File: src/vdp_params.svh
`ifndef VDP_PARAMS_SVH
`define VDP_PARAMS_SVH

// ------------------------------
// VRAM geometry
// ------------------------------
// Byte address into 128 KB of VRAM
`define VDP_VRAM_AW 17

// ------------------------------
// Control register file
// ------------------------------
`define VDP_REG_COUNT 48

// ------------------------------
// Store model timing
// ------------------------------
// Read accept to rdata_en
`define VDP_VRAM_LATENCY 3
// Busy after reset, stands in for SDRAM init
`define VDP_VRAM_INIT_CYCLES 64

`endif

File: src/vdp_vram_pkg.sv
`include "vdp_params.svh"

package vdp_vram_pkg;

	// ------------------------------
	// Decoder to sequencer
	// ------------------------------
	typedef struct packed {
		logic							valid;		// Level, held until accept
		logic							write;
		logic	[`VDP_VRAM_AW-1:0]		address;	// Byte address
		logic	[7:0]					data;		// Write byte only
	} vram_req_t;

	// ------------------------------
	// Store to sequencer
	// ------------------------------
	typedef struct packed {
		logic			rdata_en;	// One cycle per read
		logic	[15:0]	rdata;		// Whole word, both lanes
	} vram_rsp_t;

endpackage

File: src/vdp_vram_sequencer.sv
`timescale 1ns/1ps
`include "vdp_params.svh"

module vdp_vram_sequencer (
	input								clk,
	input								w_n_reset,
	input	vdp_vram_pkg::vram_req_t	vram_req,
	output	logic						accept,
	output	logic						rd_n,
	output	logic						wr_n,
	output	logic	[`VDP_VRAM_AW-1:0]	address,
	output	logic	[7:0]				wdata,
	input								busy,
	input	vdp_vram_pkg::vram_rsp_t	rsp,
	output	logic						byte_valid,
	output	logic	[7:0]				read_byte
);

	vdp_vram_pkg::vram_req_t		ff_slot;		// One-entry request slot
	logic	[`VDP_VRAM_LATENCY-1:0]	ff_lane_q;		// Address bit 0 per read in flight
	logic							ff_byte_valid;
	logic	[7:0]					ff_read_byte;
	logic							w_issue;
	logic							w_lane_hi;

	// ------------------------------
	// Slot and strobes
	// ------------------------------
	assign accept	= vram_req.valid & ~ff_slot.valid;
	assign w_issue	= ff_slot.valid & ~busy;

	// Strobe lasts the one issue cycle, slot empties at the edge
	assign rd_n		= ~(w_issue & ~ff_slot.write);
	assign wr_n		= ~(w_issue & ff_slot.write);
	assign address	= ff_slot.address;
	assign wdata	= ff_slot.data;

	always_ff @(posedge clk) begin
		if (!w_n_reset) begin
			ff_slot.valid <= 1'b0;
		end
		else if (accept) begin
			ff_slot <= vram_req;
		end
		else if (w_issue) begin
			ff_slot.valid <= 1'b0;
		end
	end

	// ------------------------------
	// Byte lane steering
	// ------------------------------
	// Shifts in step with the store's read pipeline
	always_ff @(posedge clk) begin
		ff_lane_q <= {ff_lane_q[`VDP_VRAM_LATENCY-2:0], w_issue & ~ff_slot.write & ff_slot.address[0]};
	end

	assign w_lane_hi = ff_lane_q[`VDP_VRAM_LATENCY-1];

	always_ff @(posedge clk) begin
		if (!w_n_reset) begin
			ff_byte_valid <= 1'b0;
		end
		else begin
			ff_byte_valid <= rsp.rdata_en;
		end
	end

	always_ff @(posedge clk) begin
		if (rsp.rdata_en) begin
			ff_read_byte <= w_lane_hi ? rsp.rdata[15:8] : rsp.rdata[7:0];	// Odd byte is the high lane
		end
	end

	assign byte_valid	= ff_byte_valid;
	assign read_byte	= ff_read_byte;

endmodule

File: config.mk
export PLATFORM = sky130hd
export DESIGN_NAME = vdp_vram_sequencer
export DESIGN_NICKNAME = d
export VERILOG_FILES = /design/src/vdp_vram_pkg.sv /design/src/vdp_vram_sequencer.sv
export VERILOG_INCLUDE_DIRS = /design/src
export SDC_FILE = /design/constraint.sdc
export NUM_CORES = 1
export LEC_CHECK = 0
export ABC_AREA = 1
export BUFFER_PORTS_ARGS = -buffer_cell sky130_fd_sc_hd__clkbuf_2
export CORE_MARGIN = 2
export CORE_UTILIZATION = 39
export DETAILED_ROUTE_END_ITERATION = 8
export PLACE_DENSITY = 0.75
export SYNTH_ARGS = -nofsm -noshare
export SYNTH_HDL_FRONTEND = slang
export SYNTH_SLANG_ARGS = --single-unit
export TNS_END_PERCENT = 10
File: constraint.sdc
create_clock -name clk -period 1.35 [get_ports clk]
set_input_delay 0.27 -clock clk [delete_from_list [all_inputs] [get_ports clk]]
set_output_delay 0.27 -clock clk [all_outputs]
set_load 0.02 [all_outputs]
== After elaboration in Yosys (flattened, before gate mapping) ==
Cells that the tools add are included.

* Register bits: 39
* Bits in latches: 0
* Bits in writable memories: 0
* ROM bits: 0
* Bits of input ports: 47
* Logic and storage cells: 22
* Memories kept: 0

* $add $sub $neg: 0
* $mul: 0
* Div/mod/pow operators: 0
* $lt $le $gt $ge: 0
* Eq/ne operators: 0
* Shifts and indexed selects: 0
* Multiplexer cells: 3
* Bitwise logic cells: 10
* Reduce and logical (&&, ||, !) cells: 2

{| class="wikitable"
|+ Operators with widths
! operator !! count
|-
| 8-bit two-way mux || 1
|-
| 1-bit AND || 5
|-
| 1-bit inverter || 5
|-
| 1-bit two-way mux || 2
|-
| 2-bit AND reduction || 1
|-
| 2-bit nonzero test || 1
|}

== Depth between registers and ports, before layout ==
* Depth in word-level cells: 4
* Depth in mapped cells: 3
* Gate-level depth less buffers: 3

== Least setup slack after synthesis ==
OpenSTA, ideal clock, no wires.

* Path kind: register to register
* Start: reg ff_slot[26] (netlist bit)
* End: reg ff_slot (netlist bit address[0]), enable pin
* Data arrival time: 1.018 ns
* Data required time: 0.969 ns
* Setup slack: -0.049 ns
* Stages on the path, launching flop included: 3
* Clock period less this slack: 1.399 ns
* Cell sequence: dfxtp_1 -> nand3b_1 -> inv_1

* Cells in the longest elaborated chain, start to end: 3

{| class="wikitable"
|+ Ends and longest elaborated chain
! element !! RTL line !! source
|-
| from (decl) || vdp_vram_sequencer.sv:19 || <nowiki>vdp_vram_pkg::vram_req_t ff_slot;</nowiki>
|-
| from (signal assigned) || vdp_vram_sequencer.sv:43 || <nowiki>ff_slot <= vram_req;</nowiki>
|-
| 1-bit inverter || vdp_vram_sequencer.sv:29 || <nowiki>assign accept = vram_req.valid & ~ff_slot.valid;</nowiki>
|-
| 1-bit AND || vdp_vram_sequencer.sv:29 ||
|-
| 2-bit AND reduction (no source line) || -- ||
|}

No other way between the ends.
A chain may end at the register's enable or synchronous reset.

== Final worst setup path ==
* Start: reg ff_slot[25] (netlist bit)
* End: out rd_n

* Cells in the longest elaborated chain, start to end: 3

{| class="wikitable"
|+ Ends and longest elaborated chain
! element !! RTL line !! source
|-
| 1-bit inverter || vdp_vram_sequencer.sv:33 || <nowiki>assign rd_n = ~(w_issue & ~ff_slot.write);</nowiki>
|-
| 1-bit AND || vdp_vram_sequencer.sv:33 ||
|-
| 1-bit inverter || vdp_vram_sequencer.sv:33 ||
|-
| to (decl) || vdp_vram_sequencer.sv:9 || <nowiki>output logic rd_n,</nowiki>
|}

No other way between the ends.

==> flow_summary.toml <==
[sta]
finalSetupViolations = 0
period_minus_slack_ps = 1260
worst_pin_slew_ps = 416
finalCritPeriodShare = 0.933
tns_ps = 0
layout_setup_ws_ps = 90.4
fmax_mhz = 794
grt_setup_unrepaired = "false"
final_hold_viol_count = 0
finClkSkew_ps = 3.25
maxSlewViolCount = 0
relSlewSlack = 0.722

[pwr]
cellPowerDensity_nw_per_um2 = 1330
leakage_nw = 0.868
vdd_drop_max_mv = 0.632
total_power_mw = 2.52

[worst_setup_path]
worstPathRequired_ps = 1080
arrival_ps = 990
crit_path_end_kind = "primary output"
cp_max_fo = 2
criticalPathCategory = "reg -> out"
start_kind = "flip-flop"

[floorplan]
start_util = 0.404
core_area_um2 = 3660
die_y_um = 65.6
die_area_um2 = 4300
row_count = 22
boundaryPins = 84
fp.dieW_um = 65.6

[placement]
hpwl_um = 1850
place.gp.congestion = 0.772
place_ws_ps = 202
io_buffers = 83

[global_route]
grt-ovfl-total = 0
grt_max_degree = 27
grt_pass1_vias = 785
grt_usage = 0.115
grt_pass1_wl_um = 3550
antenna_found_initial = 0

[clocking]
cts_tree = "built"
clock_sinks = 39
ctsLongestPathBuffers = 2
htreeDepth = 2
clk_latency_ps = 280
clkTransAtPathRegs_ps = 70
root_buffer = "clkbuf_8"
numCtsBuffers = 5
cts_resized = 0
ctsHoldBuffers = 0
postCtsSetupBuffers = 0

[synthesis]
syn_area_per_cell_um2 = 14.4
syn-cell-area_um2 = 1480
ys_warn_count = 0
synth_nets = 150
ys_top_cells_by_count = "edfxtp_1, buf_4, inv_1, nand2_1, o21ai_0"
synthDistinctLibCells = 10
synth_edf_count = 34
synth.most_common_cell = "edfxtp_1"
async_flop_share = 0
yosys-top-cells-area = "edfxtp_1, buf_4, dfxtp_1"
synth-main-ff-cell = "edfxtp_1"
syn_inst = 103
synth_top_area_share = 0.690
ys_seq_elements = 39
yosysTopAreaCell = "edfxtp_1"
yosysSeqAreaShare = 0.757

[routing]
vias = 909
wl_um = 2310
viasPerCell = 4.19
drtAntennaViolNets = 0
routedWlPerCell_um = 10.7
drt_iter0_markers = 43
first_pass_iters = 4
drc = 0

[min_path]
hold_class = "in -> reg"

[cells_and_area]
areaGrowthSynthToFinish_pct = 27.5
antenna_cells = 0
post_route_cells_drive_above_1_share = 0.538
layout.nets = 215

[run_status]
status = "finished, final reports clean"

[run]
cap_violations = 0
layout by cell type (no fill, tap or decap), drive strengths merged:
cell type	count
edfxtp	34
clkinvlp	1
nand2	10
dfxtp	5
inv	13
buf	1
bufinv	1
nor2	2
nand3b	1
o21ai	8
clkbuf	90
nand3	3
metrics by stage:
stage,util,cell area [um^2],hold slack [ps],cells
final,0.515,1890,164,217
after global routing,0.515,1890,141,217
after CTS,0.515,1890,152,217
after detailed placement,0.486,1780,312,209
after global placement,0.486,1780,312,209
after floorplan,-,1480,310,103
final cells by class:
class	count	area [um^2]
fill	325	1770
sequential	39	1120
timing repair buffer	84	435
multi-input combinational	24	108
clock buffer	7	76.3
tap	48	60.1
inverter	14	56.3
clock inverter	1	30.0
power breakdown:
| group | switching, mW | internal [mW] | total [mW] |
|---|---|---|---|
| Clock | 0.344 | 0.552 | 0.896 |
| Sequential | 0.0180 | 1.38 | 1.39 |
| Combinational | 0.134 | 0.0949 | 0.229 |
final timing paths:
path | startpoint | endpoint | slack (ps) | cells after the start
max | ff_slot[25] | rd_n | 90 | 3
min | vram_req[7] | wdata[7] | 160 | 1
max reg2reg | ff_slot[26] | wdata[6] | 200 | 3
min reg2reg | ff_lane_q[0] | ff_lane_q[1] | 330 | 0
registers in the layout, summed over array words and instances (netlist names):
signal,count
address,17
byte_valid,1
read_byte,8
ff_lane_q,3
ff_slot,2
wdata,8
worst max-delay path, stage by stage, from the launching register on:
cell and delay (ps):
edfxtp_1 390, inv_1 70, nand3_1 90, clkbuf_2 170
logic make-up after synthesis:
kind of cell    synth area share
buf+inv                    0.170
simple gates              0.0457
flops                      0.757
compound gates            0.0271
layer usage:
metal | wire length, um | GRT usage
met5 | 0 | 0
met4 | 53 | 0.0703
met3 | 163 | 0.0394
met2 | 1260 | 0.196
met1 | 841 | 0.122
Note: power is estimated with default switching activity, not from simulation.
