**src/vdp_params.svh**
```systemverilog
`ifndef VDP_PARAMS_SVH
`define VDP_PARAMS_SVH

// ------------------------------
// VRAM geometry
// ------------------------------
// Byte address into 128 KB of VRAM
`define VDP_VRAM_AW 17

// ------------------------------
// Control register file
// ------------------------------
`define VDP_REG_COUNT 48

// ------------------------------
// Store model timing
// ------------------------------
// Read accept to rdata_en
`define VDP_VRAM_LATENCY 3
// Busy after reset, stands in for SDRAM init
`define VDP_VRAM_INIT_CYCLES 64

`endif

```
**src/vdp_bus_pkg.sv**
```systemverilog
`include "vdp_params.svh"

package vdp_bus_pkg;

	// Host port numbers, as on the MSX I/O map
	typedef enum logic [1:0] {PORT_DATA, PORT_CTRL, PORT_PALETTE, PORT_INDIRECT} vdp_port_e;

	// One host access
	typedef struct packed {
		logic			req;		// One cycle pulse
		logic			wr;			// 1 = write
		vdp_port_e		port;
		logic	[7:0]	wdata;
	} vdp_host_req_t;

	// ------------------------------
	// Second control byte
	// ------------------------------
	typedef struct packed {
		logic			flag;		// 1 = register write
		logic			spare;
		logic	[5:0]	reg_num;
	} vdp_ctrl_reg_t;

	typedef struct packed {
		logic			flag;		// 0 = address setup
		logic			wr_mode;	// 1 = write mode, no read-ahead
		logic	[5:0]	addr_hi;	// VRAM address 13..8
	} vdp_ctrl_addr_t;

	// Same byte, decoded by its flag bit
	typedef union packed {
		vdp_ctrl_reg_t	reg_view;
		vdp_ctrl_addr_t	addr_view;
	} vdp_ctrl_byte_u;

	// R#0 .. R#47 for the display side
	typedef logic [`VDP_REG_COUNT-1:0][7:0] vdp_regs_t;

endpackage

```
**src/vdp_vram_pkg.sv**
```systemverilog
`include "vdp_params.svh"

package vdp_vram_pkg;

	// ------------------------------
	// Decoder to sequencer
	// ------------------------------
	typedef struct packed {
		logic							valid;		// Level, held until accept
		logic							write;
		logic	[`VDP_VRAM_AW-1:0]		address;	// Byte address
		logic	[7:0]					data;		// Write byte only
	} vram_req_t;

	// ------------------------------
	// Store to sequencer
	// ------------------------------
	typedef struct packed {
		logic			rdata_en;	// One cycle per read
		logic	[15:0]	rdata;		// Whole word, both lanes
	} vram_rsp_t;

endpackage

```
**src/vdp_port_decoder.sv**
```systemverilog
`timescale 1ns/1ps
`include "vdp_params.svh"

module vdp_port_decoder (
	input							clk,
	input							w_n_reset,
	input	vdp_bus_pkg::vdp_host_req_t	host,
	output	logic					ack,
	output	logic	[7:0]			rdata,
	output	vdp_vram_pkg::vram_req_t	vram_req,
	input							accept,
	input							byte_valid,
	input			[7:0]			read_byte,
	output	vdp_bus_pkg::vdp_regs_t	regs
);

	vdp_bus_pkg::vdp_ctrl_byte_u	w_ctrl;
	vdp_bus_pkg::vdp_regs_t			ff_regs;
	vdp_vram_pkg::vram_req_t		ff_vram;
	logic					ff_latch_full;		// First control byte held
	logic	[7:0]			ff_first_byte;
	logic	[13:0]			ff_addr_lo;			// Bits 16..14 live in R#14
	logic					ff_ack;
	logic	[7:0]			ff_rdata;
	logic					ff_wr_pend;
	logic	[7:0]			ff_wr_data;
	logic					ff_rd_pend;
	logic	[7:0]			ff_rbuf;			// Read-ahead byte
	logic					ff_rbuf_valid;
	logic					ff_ra_req;			// Read-ahead wanted at current address
	logic					ff_ra_busy;			// Read-ahead in flight
	logic					ff_ra_stale;		// In-flight byte to be dropped
	logic					w_host_data, w_host_ctrl_wr, w_second_byte;
	logic					w_new_wr, w_wr_waiting, w_rd_waiting, w_invalidate;
	logic	[7:0]			w_wr_byte;
	logic					w_slot_free, w_wr_ack, w_rd_ack, w_ra_load;
	logic	[14:0]			w_lo_next;
	logic	[`VDP_VRAM_AW-1:0]	w_vram_addr;

	// ------------------------------
	// Host decode
	// ------------------------------
	assign w_ctrl			= host.wdata;
	assign w_host_data		= host.req & (host.port == vdp_bus_pkg::PORT_DATA);
	assign w_host_ctrl_wr	= host.req & host.wr & (host.port == vdp_bus_pkg::PORT_CTRL);
	assign w_second_byte	= w_host_ctrl_wr & ff_latch_full;
	assign w_new_wr			= w_host_data & host.wr;
	assign w_wr_waiting		= w_new_wr | ff_wr_pend;
	assign w_wr_byte		= w_new_wr ? host.wdata : ff_wr_data;
	assign w_rd_waiting		= (w_host_data & ~host.wr) | ff_rd_pend;
	assign w_invalidate		= w_new_wr | w_second_byte;		// Buffer no longer matches

	// Request register frees up in the accept cycle
	assign w_slot_free		= ~ff_vram.valid | accept;
	assign w_wr_ack			= accept & ff_vram.write;
	assign w_rd_ack			= w_rd_waiting & ff_rbuf_valid;
	// One read-ahead outstanding at a time, writes go first
	assign w_ra_load		= ff_ra_req & ~ff_ra_busy & w_slot_free & ~w_wr_waiting & ~w_invalidate;

	// Carry out of bit 13 bumps R#14
	assign w_lo_next		= {1'b0, ff_addr_lo} + 15'd1;
	assign w_vram_addr		= {ff_regs[14][`VDP_VRAM_AW-15:0], ff_addr_lo};

	always_ff @(posedge clk) begin
		if (!w_n_reset) begin
			ff_latch_full	<= 1'b0;
			ff_addr_lo		<= '0;
			ff_regs			<= '0;
			ff_ack			<= 1'b0;
			ff_vram			<= '0;
			ff_wr_pend		<= 1'b0;
			ff_rd_pend		<= 1'b0;
			ff_rbuf_valid	<= 1'b0;
			ff_ra_req		<= 1'b0;
			ff_ra_busy		<= 1'b0;
			ff_ra_stale		<= 1'b0;
		end
		else begin
			ff_ack <= (host.req & ~w_host_data) | w_rd_ack;	// Ports 1..3 and buffered reads

			// Control latch, any data access resyncs it
			if (w_host_data) begin
				ff_latch_full <= 1'b0;
			end
			else if (w_host_ctrl_wr) begin
				ff_latch_full <= ~ff_latch_full;
			end
			if (w_second_byte) begin
				if (w_ctrl.reg_view.flag) begin
					if (w_ctrl.reg_view.reg_num < `VDP_REG_COUNT) begin
						ff_regs[w_ctrl.reg_view.reg_num] <= ff_first_byte;
					end
				end
				else begin
					ff_addr_lo <= {w_ctrl.addr_view.addr_hi, ff_first_byte};
				end
			end

			// Auto-increment on each data ack
			if (w_wr_ack | w_rd_ack) begin
				ff_addr_lo <= w_lo_next[13:0];
				if (w_lo_next[14]) begin
					ff_regs[14][2:0] <= ff_regs[14][2:0] + 3'd1;
				end
			end

			// VRAM request, held until accepted
			if (w_wr_waiting & w_slot_free) begin
				ff_vram <= '{valid: 1'b1, write: 1'b1, address: w_vram_addr, data: w_wr_byte};
			end
			else if (w_ra_load) begin
				ff_vram <= '{valid: 1'b1, write: 1'b0, address: w_vram_addr, data: 8'h00};
			end
			else if (accept) begin
				ff_vram.valid <= 1'b0;
			end
			ff_wr_pend <= w_wr_waiting & ~w_slot_free;
			ff_rd_pend <= w_rd_waiting & ~ff_rbuf_valid;

			// Read-ahead buffer
			if (byte_valid) begin
				ff_ra_busy		<= 1'b0;
				ff_ra_stale		<= 1'b0;
				ff_rbuf_valid	<= ~ff_ra_stale;
			end
			if (w_ra_load) begin
				ff_ra_busy <= 1'b1;
			end
			if (w_rd_ack) begin
				ff_rbuf_valid <= 1'b0;
			end
			if (w_invalidate) begin
				ff_rbuf_valid	<= 1'b0;
				ff_ra_stale		<= ff_ra_busy & ~byte_valid;
				// Read-mode setup queues the first read-ahead
				ff_ra_req		<= w_second_byte & ~w_ctrl.addr_view.flag &
					~w_ctrl.addr_view.wr_mode;
			end
			else if (w_rd_ack) begin
				ff_ra_req <= 1'b1;			// Next byte
			end
			else if (w_ra_load) begin
				ff_ra_req <= 1'b0;
			end
			else if (w_rd_waiting & ~ff_rbuf_valid & ~ff_ra_busy) begin
				ff_ra_req <= 1'b1;			// Buffer was dropped, fetch on demand
			end
		end
	end

	// Payload, no reset
	always_ff @(posedge clk) begin
		if (w_wr_waiting) begin
			ff_wr_data <= w_wr_byte;
		end
		if (w_host_ctrl_wr & ~ff_latch_full) begin
			ff_first_byte <= host.wdata;
		end
		if (byte_valid) begin
			ff_rbuf <= read_byte;
		end
		if (w_rd_ack) begin
			ff_rdata <= ff_rbuf;
		end
	end

	assign ack		= ff_ack | w_wr_ack;		// Write ack rides on accept
	assign rdata	= ff_rdata;
	assign vram_req	= ff_vram;
	assign regs		= ff_regs;

endmodule

```
**config.mk**
```make
export PLATFORM = sky130hd
export DESIGN_NAME = vdp_port_decoder
export DESIGN_NICKNAME = d
export VERILOG_FILES = /design/src/vdp_bus_pkg.sv /design/src/vdp_vram_pkg.sv /design/src/vdp_port_decoder.sv
export VERILOG_INCLUDE_DIRS = /design/src
export SDC_FILE = /design/constraint.sdc
export NUM_CORES = 1
export LEC_CHECK = 0
export BUFFER_PORTS_ARGS = -buffer_cell sky130_fd_sc_hd__buf_2
export CORE_UTILIZATION = 53
export CTS_BUF_LIST = sky130_fd_sc_hd__clkbuf_16
export CTS_CLUSTER_DIAMETER = 80
export DETAILED_ROUTE_END_ITERATION = 6
export GPL_ROUTABILITY_DRIVEN = 0
export PLACE_DENSITY = 0.83
export SYNTH_ARGS = -nofsm -noshare
export SYNTH_HDL_FRONTEND = slang
export SYNTH_SLANG_ARGS = --single-unit
export TNS_END_PERCENT = 5
```
**constraint.sdc**
```tcl
create_clock -name clk -period 2.7 [get_ports clk]
set_clock_uncertainty 0.2 [all_clocks]
set_input_delay 0.135 -clock clk [delete_from_list [all_inputs] [get_ports clk]]
set_output_delay 0.135 -clock clk [all_outputs]
set_load 0.005 [all_outputs]
```
# Yosys cells after proc, flatten, opt, wreduce, memory -nomap -nowiden
# Cells that the tools add are included.
# op_classes
n_eq_ne	2
n_reduce_logical	12
mux	23
magnitude_cmp	3
bitwise_logic	42
n_addsub	2
# op_table
op	n
bitwise mux 384 bit	1
two-way mux 115 bit	3
demux 8 bit (select 6 bit)	1
two-way mux 14 bit	3
two-way mux 27 bit	1
two-way mux 26 bit	1
bitwise AND 1 bit	21
two-way mux 8 bit	2
adder 14 x 1 -> 15 bit, second input constant	1
NOT 1 bit	14
two-way mux 1 bit	9
nonzero test 2 bit	4
< comparator 6 x 7 -> 1 bit, second input constant	1
OR 1 bit	7
greater-or-equal comparator 6 x 1 -> 1 bit, second input constant	1
< comparator 6 bit, second input constant	1
two-way mux 3 bit	2
nonzero test 4 bit	1
adder 3 x 1 -> 3 bit, second input constant	1
AND reduction 3 bit	1
nonzero test 3 bit	1
OR reduction 3 bit	1
== test 2 x 1 -> 1 bit, second input constant	1
logical NOT 2 bit	1
4 further kinds	4
# totals
out_inout_bits	420
regBits	465
inputBits	24

# Depth between registers and ports, before layout
# Gate-level depths: netlist of run 1.
# logic_depth
ltp_word	10
mapped_depth	9

# Worst setup path before layout of run 1
# Ideal clock, no wire load.
# synth_path
path_type	input -> register
from	input port host[5] (netlist bit)
to	register ff_regs (netlist bit regs[114])
arrival_time_ps	1628
setup_ps	136
t_required_ps	2364
n_path_buf	3
path_stages	7
slack_ps	736
path_cell_list	buf_6 -> or3b_1 -> buf_6 -> or4_1 -> buf_2 -> o2111ai_1 -> o311ai_2
# synth_between
elab_chain_cells	10
word_cells_on_any_way	12
# synth_lines
item	line	source
start: declaration	vdp_port_decoder.sv:7	input vdp_bus_pkg::vdp_host_req_t host,
< comparator 6 x 7 -> 1 bit (implied by the code) or greater-or-equal comparator 6 x 1 -> 1 bit (tied branches)	vdp_port_decoder.sv:91	ff_regs[w_ctrl.reg_view.reg_num] <= ff_first_byte;
logical AND 1 bit (implied by the code)	vdp_port_decoder.sv:91	
two-way mux 8 bit (implied by the code)	vdp_port_decoder.sv:91	
demux 8 bit (select 6 bit)	vdp_port_decoder.sv:91	
bitwise mux 384 bit	vdp_port_decoder.sv:91	
two-way mux 115 bit *	vdp_port_decoder.sv:90	if (w_ctrl.reg_view.reg_num < `VDP_REG_COUNT) begin
two-way mux 115 bit *	vdp_port_decoder.sv:89	if (w_ctrl.reg_view.flag) begin
two-way mux 115 bit *	vdp_port_decoder.sv:88	if (w_second_byte) begin
two-way mux 3 bit	vdp_port_decoder.sv:102	if (w_lo_next[14]) begin
two-way mux 3 bit *	vdp_port_decoder.sv:100	if (w_wr_ack | w_rd_ack) begin
end signal: indexed assignment	vdp_port_decoder.sv:91	
end: declaration	vdp_port_decoder.sv:18	vdp_bus_pkg::vdp_regs_t ff_regs;
# Every way passes the cells marked *; elsewhere a longest branch is shown, timed or not.
# A chain may end at the register's enable or synchronous reset.

# Worst setup path in the final report of run 1
# layout_path
from	input port host[4] (netlist bit)
to	register ff_regs (netlist bit regs[87])
# layout_between
elab_chain_cells	5
word_cells_on_any_way	8
# layout_lines
item	line
< comparator 6 x 7 -> 1 bit (implied by the code) or greater-or-equal comparator 6 x 1 -> 1 bit (tied branches)	vdp_port_decoder.sv:91
logical AND 1 bit (implied by the code)	vdp_port_decoder.sv:91
two-way mux 8 bit (implied by the code)	vdp_port_decoder.sv:91
demux 8 bit (select 6 bit)	vdp_port_decoder.sv:91
bitwise mux 384 bit	vdp_port_decoder.sv:91
# Parallel ways exist; a longest one is shown, timed or not.

==> results.yml, run 1 <==
global_route:
  overflow: 0
  track_usage_pct: 31.89
  grt_max_degree: 151
  grt_pass1_wl_um: 86000
  antenna_found_initial: 1
  first_global_vias: 15350
power:
  seqPwrFrac_pct: 50.3
  intPower_mw: 10.80
  swShare_pct: 22.16
  leakagePower_nw: 10.31
  p_clk_share_pct: 46.2
  pwr-share-comb_pct: 3.5
  switchingPower_mw: 3.075
  p_per_area_mw_per_mm2: 623.4
  ir_drop_mv: 0.5243
logic_synthesis:
  yosysWarnings: 0
  synth_edf_count: 32
  avgSynthCellArea_um2: 9.489
  synthCells: 1887
  synth_top_area_share_pct: 48.41
  synth_seq_cells: 465
  synth.distinct_cells: 63
  yosysMostFrequentCell: "dfxtp_1"
  syn_nets: 1913
  synth_area_leaders: "dfxtp_1 48%, mux2i_1 14%, nand2_1 5.6%"
  synth_area_mm2: 0.01791
  yosys.area.top_type: "dfxtp_1"
  netlist_top_cells_count: "433 x dfxtp_1, 267 x nand2_1, 243 x mux2i_1, 177 x a21oi_1, 167 x nand3_1"
  synth-seq-area-share_pct: 53.78
  async_reset_ff_share_pct: 0
  synth-main-ff-cell: "dfxtp_1"
placement:
  dpl.hpwl_um: 37170
  dp_cells: 2660
  io_buffers: 443
  place_ws_ns: 0.2973
route:
  met2_wirelength_um: 27080
  dr_wl_met3_um: 6085
  highest_layer: "met4"
  drc_errors: 0
  drtPass1Iterations: 6
  drt_iter0_markers: 1348
  wirelength_um: 57570
  wl_met1_um: 21980
  ant_nets: 0
  via_per_inst: 5.865
  wl_per_cell_um: 20.79
  vias: 16240
cts:
  htreeDepth: 2
  cts_sinks: 465
  root_buffer: "clkbuf_16"
  clk_path_buf_depth: 3
  hold_buffers: 25
  cts-resized-gates: 0
  cts_buffers: 46
  post-cts-setup-buffers: 0
  clk_latency_ns: 0.54
  cts_tree: "yes"
  clkTransAtPathRegs_ns: 0.06
setup_path:
  r2r_start: "ff_addr_lo[3]"
  setup.worst_path.end_class: "flop"
  arrival_ns: 2.65
  path_class: "in -> reg"
  start_kind: "primary input"
  reg2reg_depth: 4
  cp_max_fo: 48
  reg2reg_slack_ns: 0.42
  critPathRequiredTime_ns: 2.91
  r2r_end: "regs[112]"
timing:
  finalHoldViolCount: 0
  setup-tns-final_ns: 0
  drv_slew: 0
  rsz0062_at_grt: "false"
  finalWorstSetupSlack_ns: 0.2578
  tightestPinTransition_ns: 0.8998
  setup_viol: 0
  timing.fmax_mhz: 409.5
  post-route-period-util_pct: 90.45
  max-slew-margin-rel_pct: 39.87
  min_period_ns: 2.442
final_layout:
  finalNonFillerCells: 2769
  syn2layout_area_growth_pct: 24.33
  drive_above_1_share_pct: 26.66
  finalNetCount: 2317
  fin_util_pct: 67.74
floorplanning:
  coreArea_mm2: 0.03287
  start_util_pct: 54.48
  die_w_um: 185.8
  ios: 444
  num_rows: 66
  die_area_mm2: 0.03452
  die_y_um: 185.8
hold_path:
  hold_path_depth: 2
  hold_class: "in -> reg"
  hp-start: "read_byte[1]"
  holdPathEnd: "ff_rbuf[1]"
run_status:
  outcome: "finished clean"
job:
  cap_violations: 0
==> worst max path at each step <==
stage	from	end	cells after the start
after floorplan	host[5]	regs[114]	7
after global placement	host[5]	regs[299]	6
after detailed placement	host[5]	regs[47]	6
after CTS	host[5]	regs[47]	7
after global routing	host[5]	regs[47]	7
final	host[4]	regs[87]	7
==> power by group through the flow <==
| stage | sequential, mW | clock [mW] | combinational (mW) |
|---|---|---|---|
| finish | 6.98 | 6.41 | 0.492 |
| detailed placement | 7.13 | 0 | 0.452 |
| floorplan | 7.13 | 0 | 0.294 |
| global route | 6.98 | 6.74 | 0.519 |
| global placement | 7.13 | 0 | 0.446 |
| CTS | 6.98 | 6.44 | 0.481 |
==> state kept, by name (all words and copies together) (netlist names), 8 cells and up <==
signal,count
ff_first_byte,8
regs,384
ff_addr_lo,14
rdata,8
ff_rbuf,8
vram_req,27
ff_wr_data,8
==> layout make-up <==
class                           count  area, um^2
Tap cell                          442       553.0
Fill cell                        2473       10600
Clock buffer                       48        1201
Multi-Input combinational cell   1231        7492
Inverter                           16       65.06
Antenna cell                        1       2.502
Timing Repair Buffer              531        3009
Sequential cell                   465        9629
Clock inverter                     35       310.3
==> cells in the final DEF (no fill, tap or decap), types with 6 or more instances in the layout <==
master,instances
o22ai_1,8
buf_4,58
a31oi_1,9
o21ai_0,165
dlygate4sd3_1,25
a21oi_1,176
nand2b_1,8
nand3_1,167
buf_2,442
nor2_1,42
dfxtp_1,433
mux2i_1,243
or3_1,12
o211ai_1,10
nand3b_1,6
nor3_1,9
clkbuf_16,48
clkinv_1,6
clkinv_2,10
inv_1,23
nor4_4,7
nand2_1,267
nand2_2,21
edfxtp_1,32
==> critical path, stage by stage <==
cell and delay [ns]:
dlygate4sd3_1 0.55, buf_2 0.23, or3b_1 0.54, buf_4 0.23
or3_4 0.54, o21ai_0 0.30, a21oi_1 0.10
==> logic make-up after synthesis <==
logic type	after synthesis	synth area share, %
adders and majority gates	2	0.1397
muxes	243	13.58
buffers and inverters	191	4.521
and+or+nand+nor	584	15.88
AOI/OAI and AO/OA	402	12.10
DFF	465	53.78
==> routing by layer <==
metal  vias up  GRT usage (%)
li1       7375              -
met1      7765          38.73
met2       948          53.15
met3       153          8.707
met4         0          13.15
met5         -              0
==> metrics by stage <==
| step | total power, mW | hold WS [ns] | instance area (um^2) |
|---|---|---|---|
| 5_1_grt | 14.24 | 0.1106 | 22260 |
| 3_3_place_gp | 7.578 | 0.1141 | 20500 |
| 4_1_cts | 13.90 | 0.08531 | 22260 |
| 6_report | 13.88 | 0.1037 | 22260 |
| 2_1_floorplan | 7.422 | 0.01431 | 17910 |
| 3_5_place_dp | 7.585 | 0.1140 | 20500 |
(Power assumes the default switching activity.)
==> run 2, diff against run 1 <==
--- a/config.mk
+++ b/config.mk
@@ -7,12 +7,12 @@
 export NUM_CORES = 1
 export LEC_CHECK = 0
 export BUFFER_PORTS_ARGS = -buffer_cell sky130_fd_sc_hd__buf_2
-export CORE_UTILIZATION = 53
+export CORE_UTILIZATION = 40
 export CTS_BUF_LIST = sky130_fd_sc_hd__clkbuf_16
 export CTS_CLUSTER_DIAMETER = 80
 export DETAILED_ROUTE_END_ITERATION = 6
 export GPL_ROUTABILITY_DRIVEN = 0
-export PLACE_DENSITY = 0.83
+export PLACE_DENSITY = 0.67
 export SYNTH_ARGS = -nofsm -noshare
 export SYNTH_HDL_FRONTEND = slang
 export SYNTH_SLANG_ARGS = --single-unit
==> results.yml, run 2 (synthesis gave the netlist of run 1 again) <==
floorplanning:
  die_area_mm2: 0.04561
  ios: 444
  num_rows: 77
  die_w_um: 213.6
  start_util_pct: 40.49
  die_y_um: 213.6
  coreArea_mm2: 0.04422
route:
  ant_nets: 0
  drtPass1Iterations: 5
  drc_errors: 0
  wl_per_cell_um: 20.72
  wirelength_um: 60570
  drt_iter0_markers: 1301
  vias: 15810
  via_per_inst: 5.408
final_layout:
  num-fill-cells: 4065
  fin_util_pct: 50.86
  finalNetCount: 2317
  syn2layout_area_growth_pct: 25.62
  mostFrequentLayoutCell: "buf_2"
  largest_register_ffs: 384
  layout_common_cells: "442 x buf_2, 433 x dfxtp_1, 267 x nand2_1"
  finalNonFillerCells: 2924
  design_area_mm2: 0.02249
  drive_above_1_share_pct: 26.43
cts:
  clk_latency_ns: 0.58
  cts_tree: "yes"
  hold_buffers: 26
  post-cts-setup-buffers: 0
  cts-resized-gates: 0
  root_buffer: "clkbuf_16"
  htreeDepth: 2
  clkTransAtPathRegs_ns: 0.06
  clk_path_buf_depth: 3
  cts_sinks: 465
  cts_buffers: 49
setup_path:
  reg2reg_slack_ns: 0.40
  critPathRequiredTime_ns: 2.94
  start_kind: "primary input"
  crit_family: "compound AO/OA/AOI/OAI gates"
  path_buf_inv: 3
  worstPathCellList: "dlygate4sd3_1 > buf_2 > buf_4 > a21oi_1 > nand2_1 > o21ai_0 > a21oi_1"
  arrival_ns: 2.69
  crit_slowest_cell: "nand2_1"
  setup.worst_path.end_class: "flop"
  worst_path_largest_cell_delay_ns: 0.70
  crit_top_cell: "a21oi_1"
  cp_max_fo: 24
  path_class: "in -> reg"
power:
  leakagePower_nw: 10.33
  p_per_area_mw_per_mm2: 623.5
  ir_drop_mv: 0.3936
  finalPower_mw: 14.02
global_route:
  first_global_vias: 15170
  grt_pass1_wl_um: 90510
  grt_max_degree: 128
  overflow: 0
  track_usage_pct: 25.79
  antenna_found_initial: 1
timing:
  finalHoldViolCount: 0
  tightestPinTransition_ns: 1.036
  finalWorstSetupSlack_ns: 0.2512
  setup_viol: 0
  drv_slew: 0
  rsz0062_at_grt: "false"
  min_period_ns: 2.449
  max-slew-margin-rel_pct: 30.95
  whs_ns: 0.07596
  post-route-period-util_pct: 90.69
  setup-tns-final_ns: 0
  timing.fmax_mhz: 408.4
placement:
  dp_cells: 2806
  io_buffers: 443
  dpl.hpwl_um: 39020
  place_ws_ns: 0.3018
  dpl_cell_area_mm2: 0.02068
hold_path:
  hold_class: "in -> reg"
run_status:
  outcome: "finished clean"
job:
  cap_violations: 0
[run 2: cell types whose count changed in the layout (fill, tap and decap cells not counted), sizes merged]
| cell | delta |
|---|---|
| inv | +5 |
| buf | -4 |
| clkbuf | +3 |
| bufinv | -2 |
| clkinv | +1 |
| clkinvlp | +1 |
| dlygate4sd3 | +1 |
[run 2: worst paths after layout]
kind / startpoint / end / cells past startpoint
worst max-delay path: host[4] / regs[78] / 7
worst min-delay path: read_byte[6] / ff_rbuf[6] / 2
worst max register to register: ff_rbuf_valid / ff_addr_lo[12] / 4
worst min register to register: ff_rbuf[0] / rdata[0] / 0
[run 2: layout make-up]
class / count / area, um^2 / area share [%]
Clock inverter: 40 / 272.8 / 1.213
Multi-Input combinational cell: 1231 / 7492 / 33.31
Timing Repair Buffer: 528 / 3014 / 13.40
Antenna cell: 1 / 2.502 / 0.01113
Clock buffer: 51 / 1276 / 5.674
Tap cell: 592 / 740.7 / 3.293
Inverter: 16 / 65.06 / 0.2893
Sequential cell: 465 / 9629 / 42.81
[run 2: report_power, final]
group	internal (mW)	leakage, nW	switching, mW
sequential	6.96	3.78	0.0165
combinational	0.129	5.74	0.375
clock	3.71	0.802	2.83
total	10.8	10.3	3.22
[run 2: layer usage]
layer,track usage (%),routed length [um],up-vias
li1,-,-,7383
met1,32.53,25150,7675
met2,42.43,28360,657
met3,6.869,5454,99
met4,8.966,1605,0
met5,0,0,-
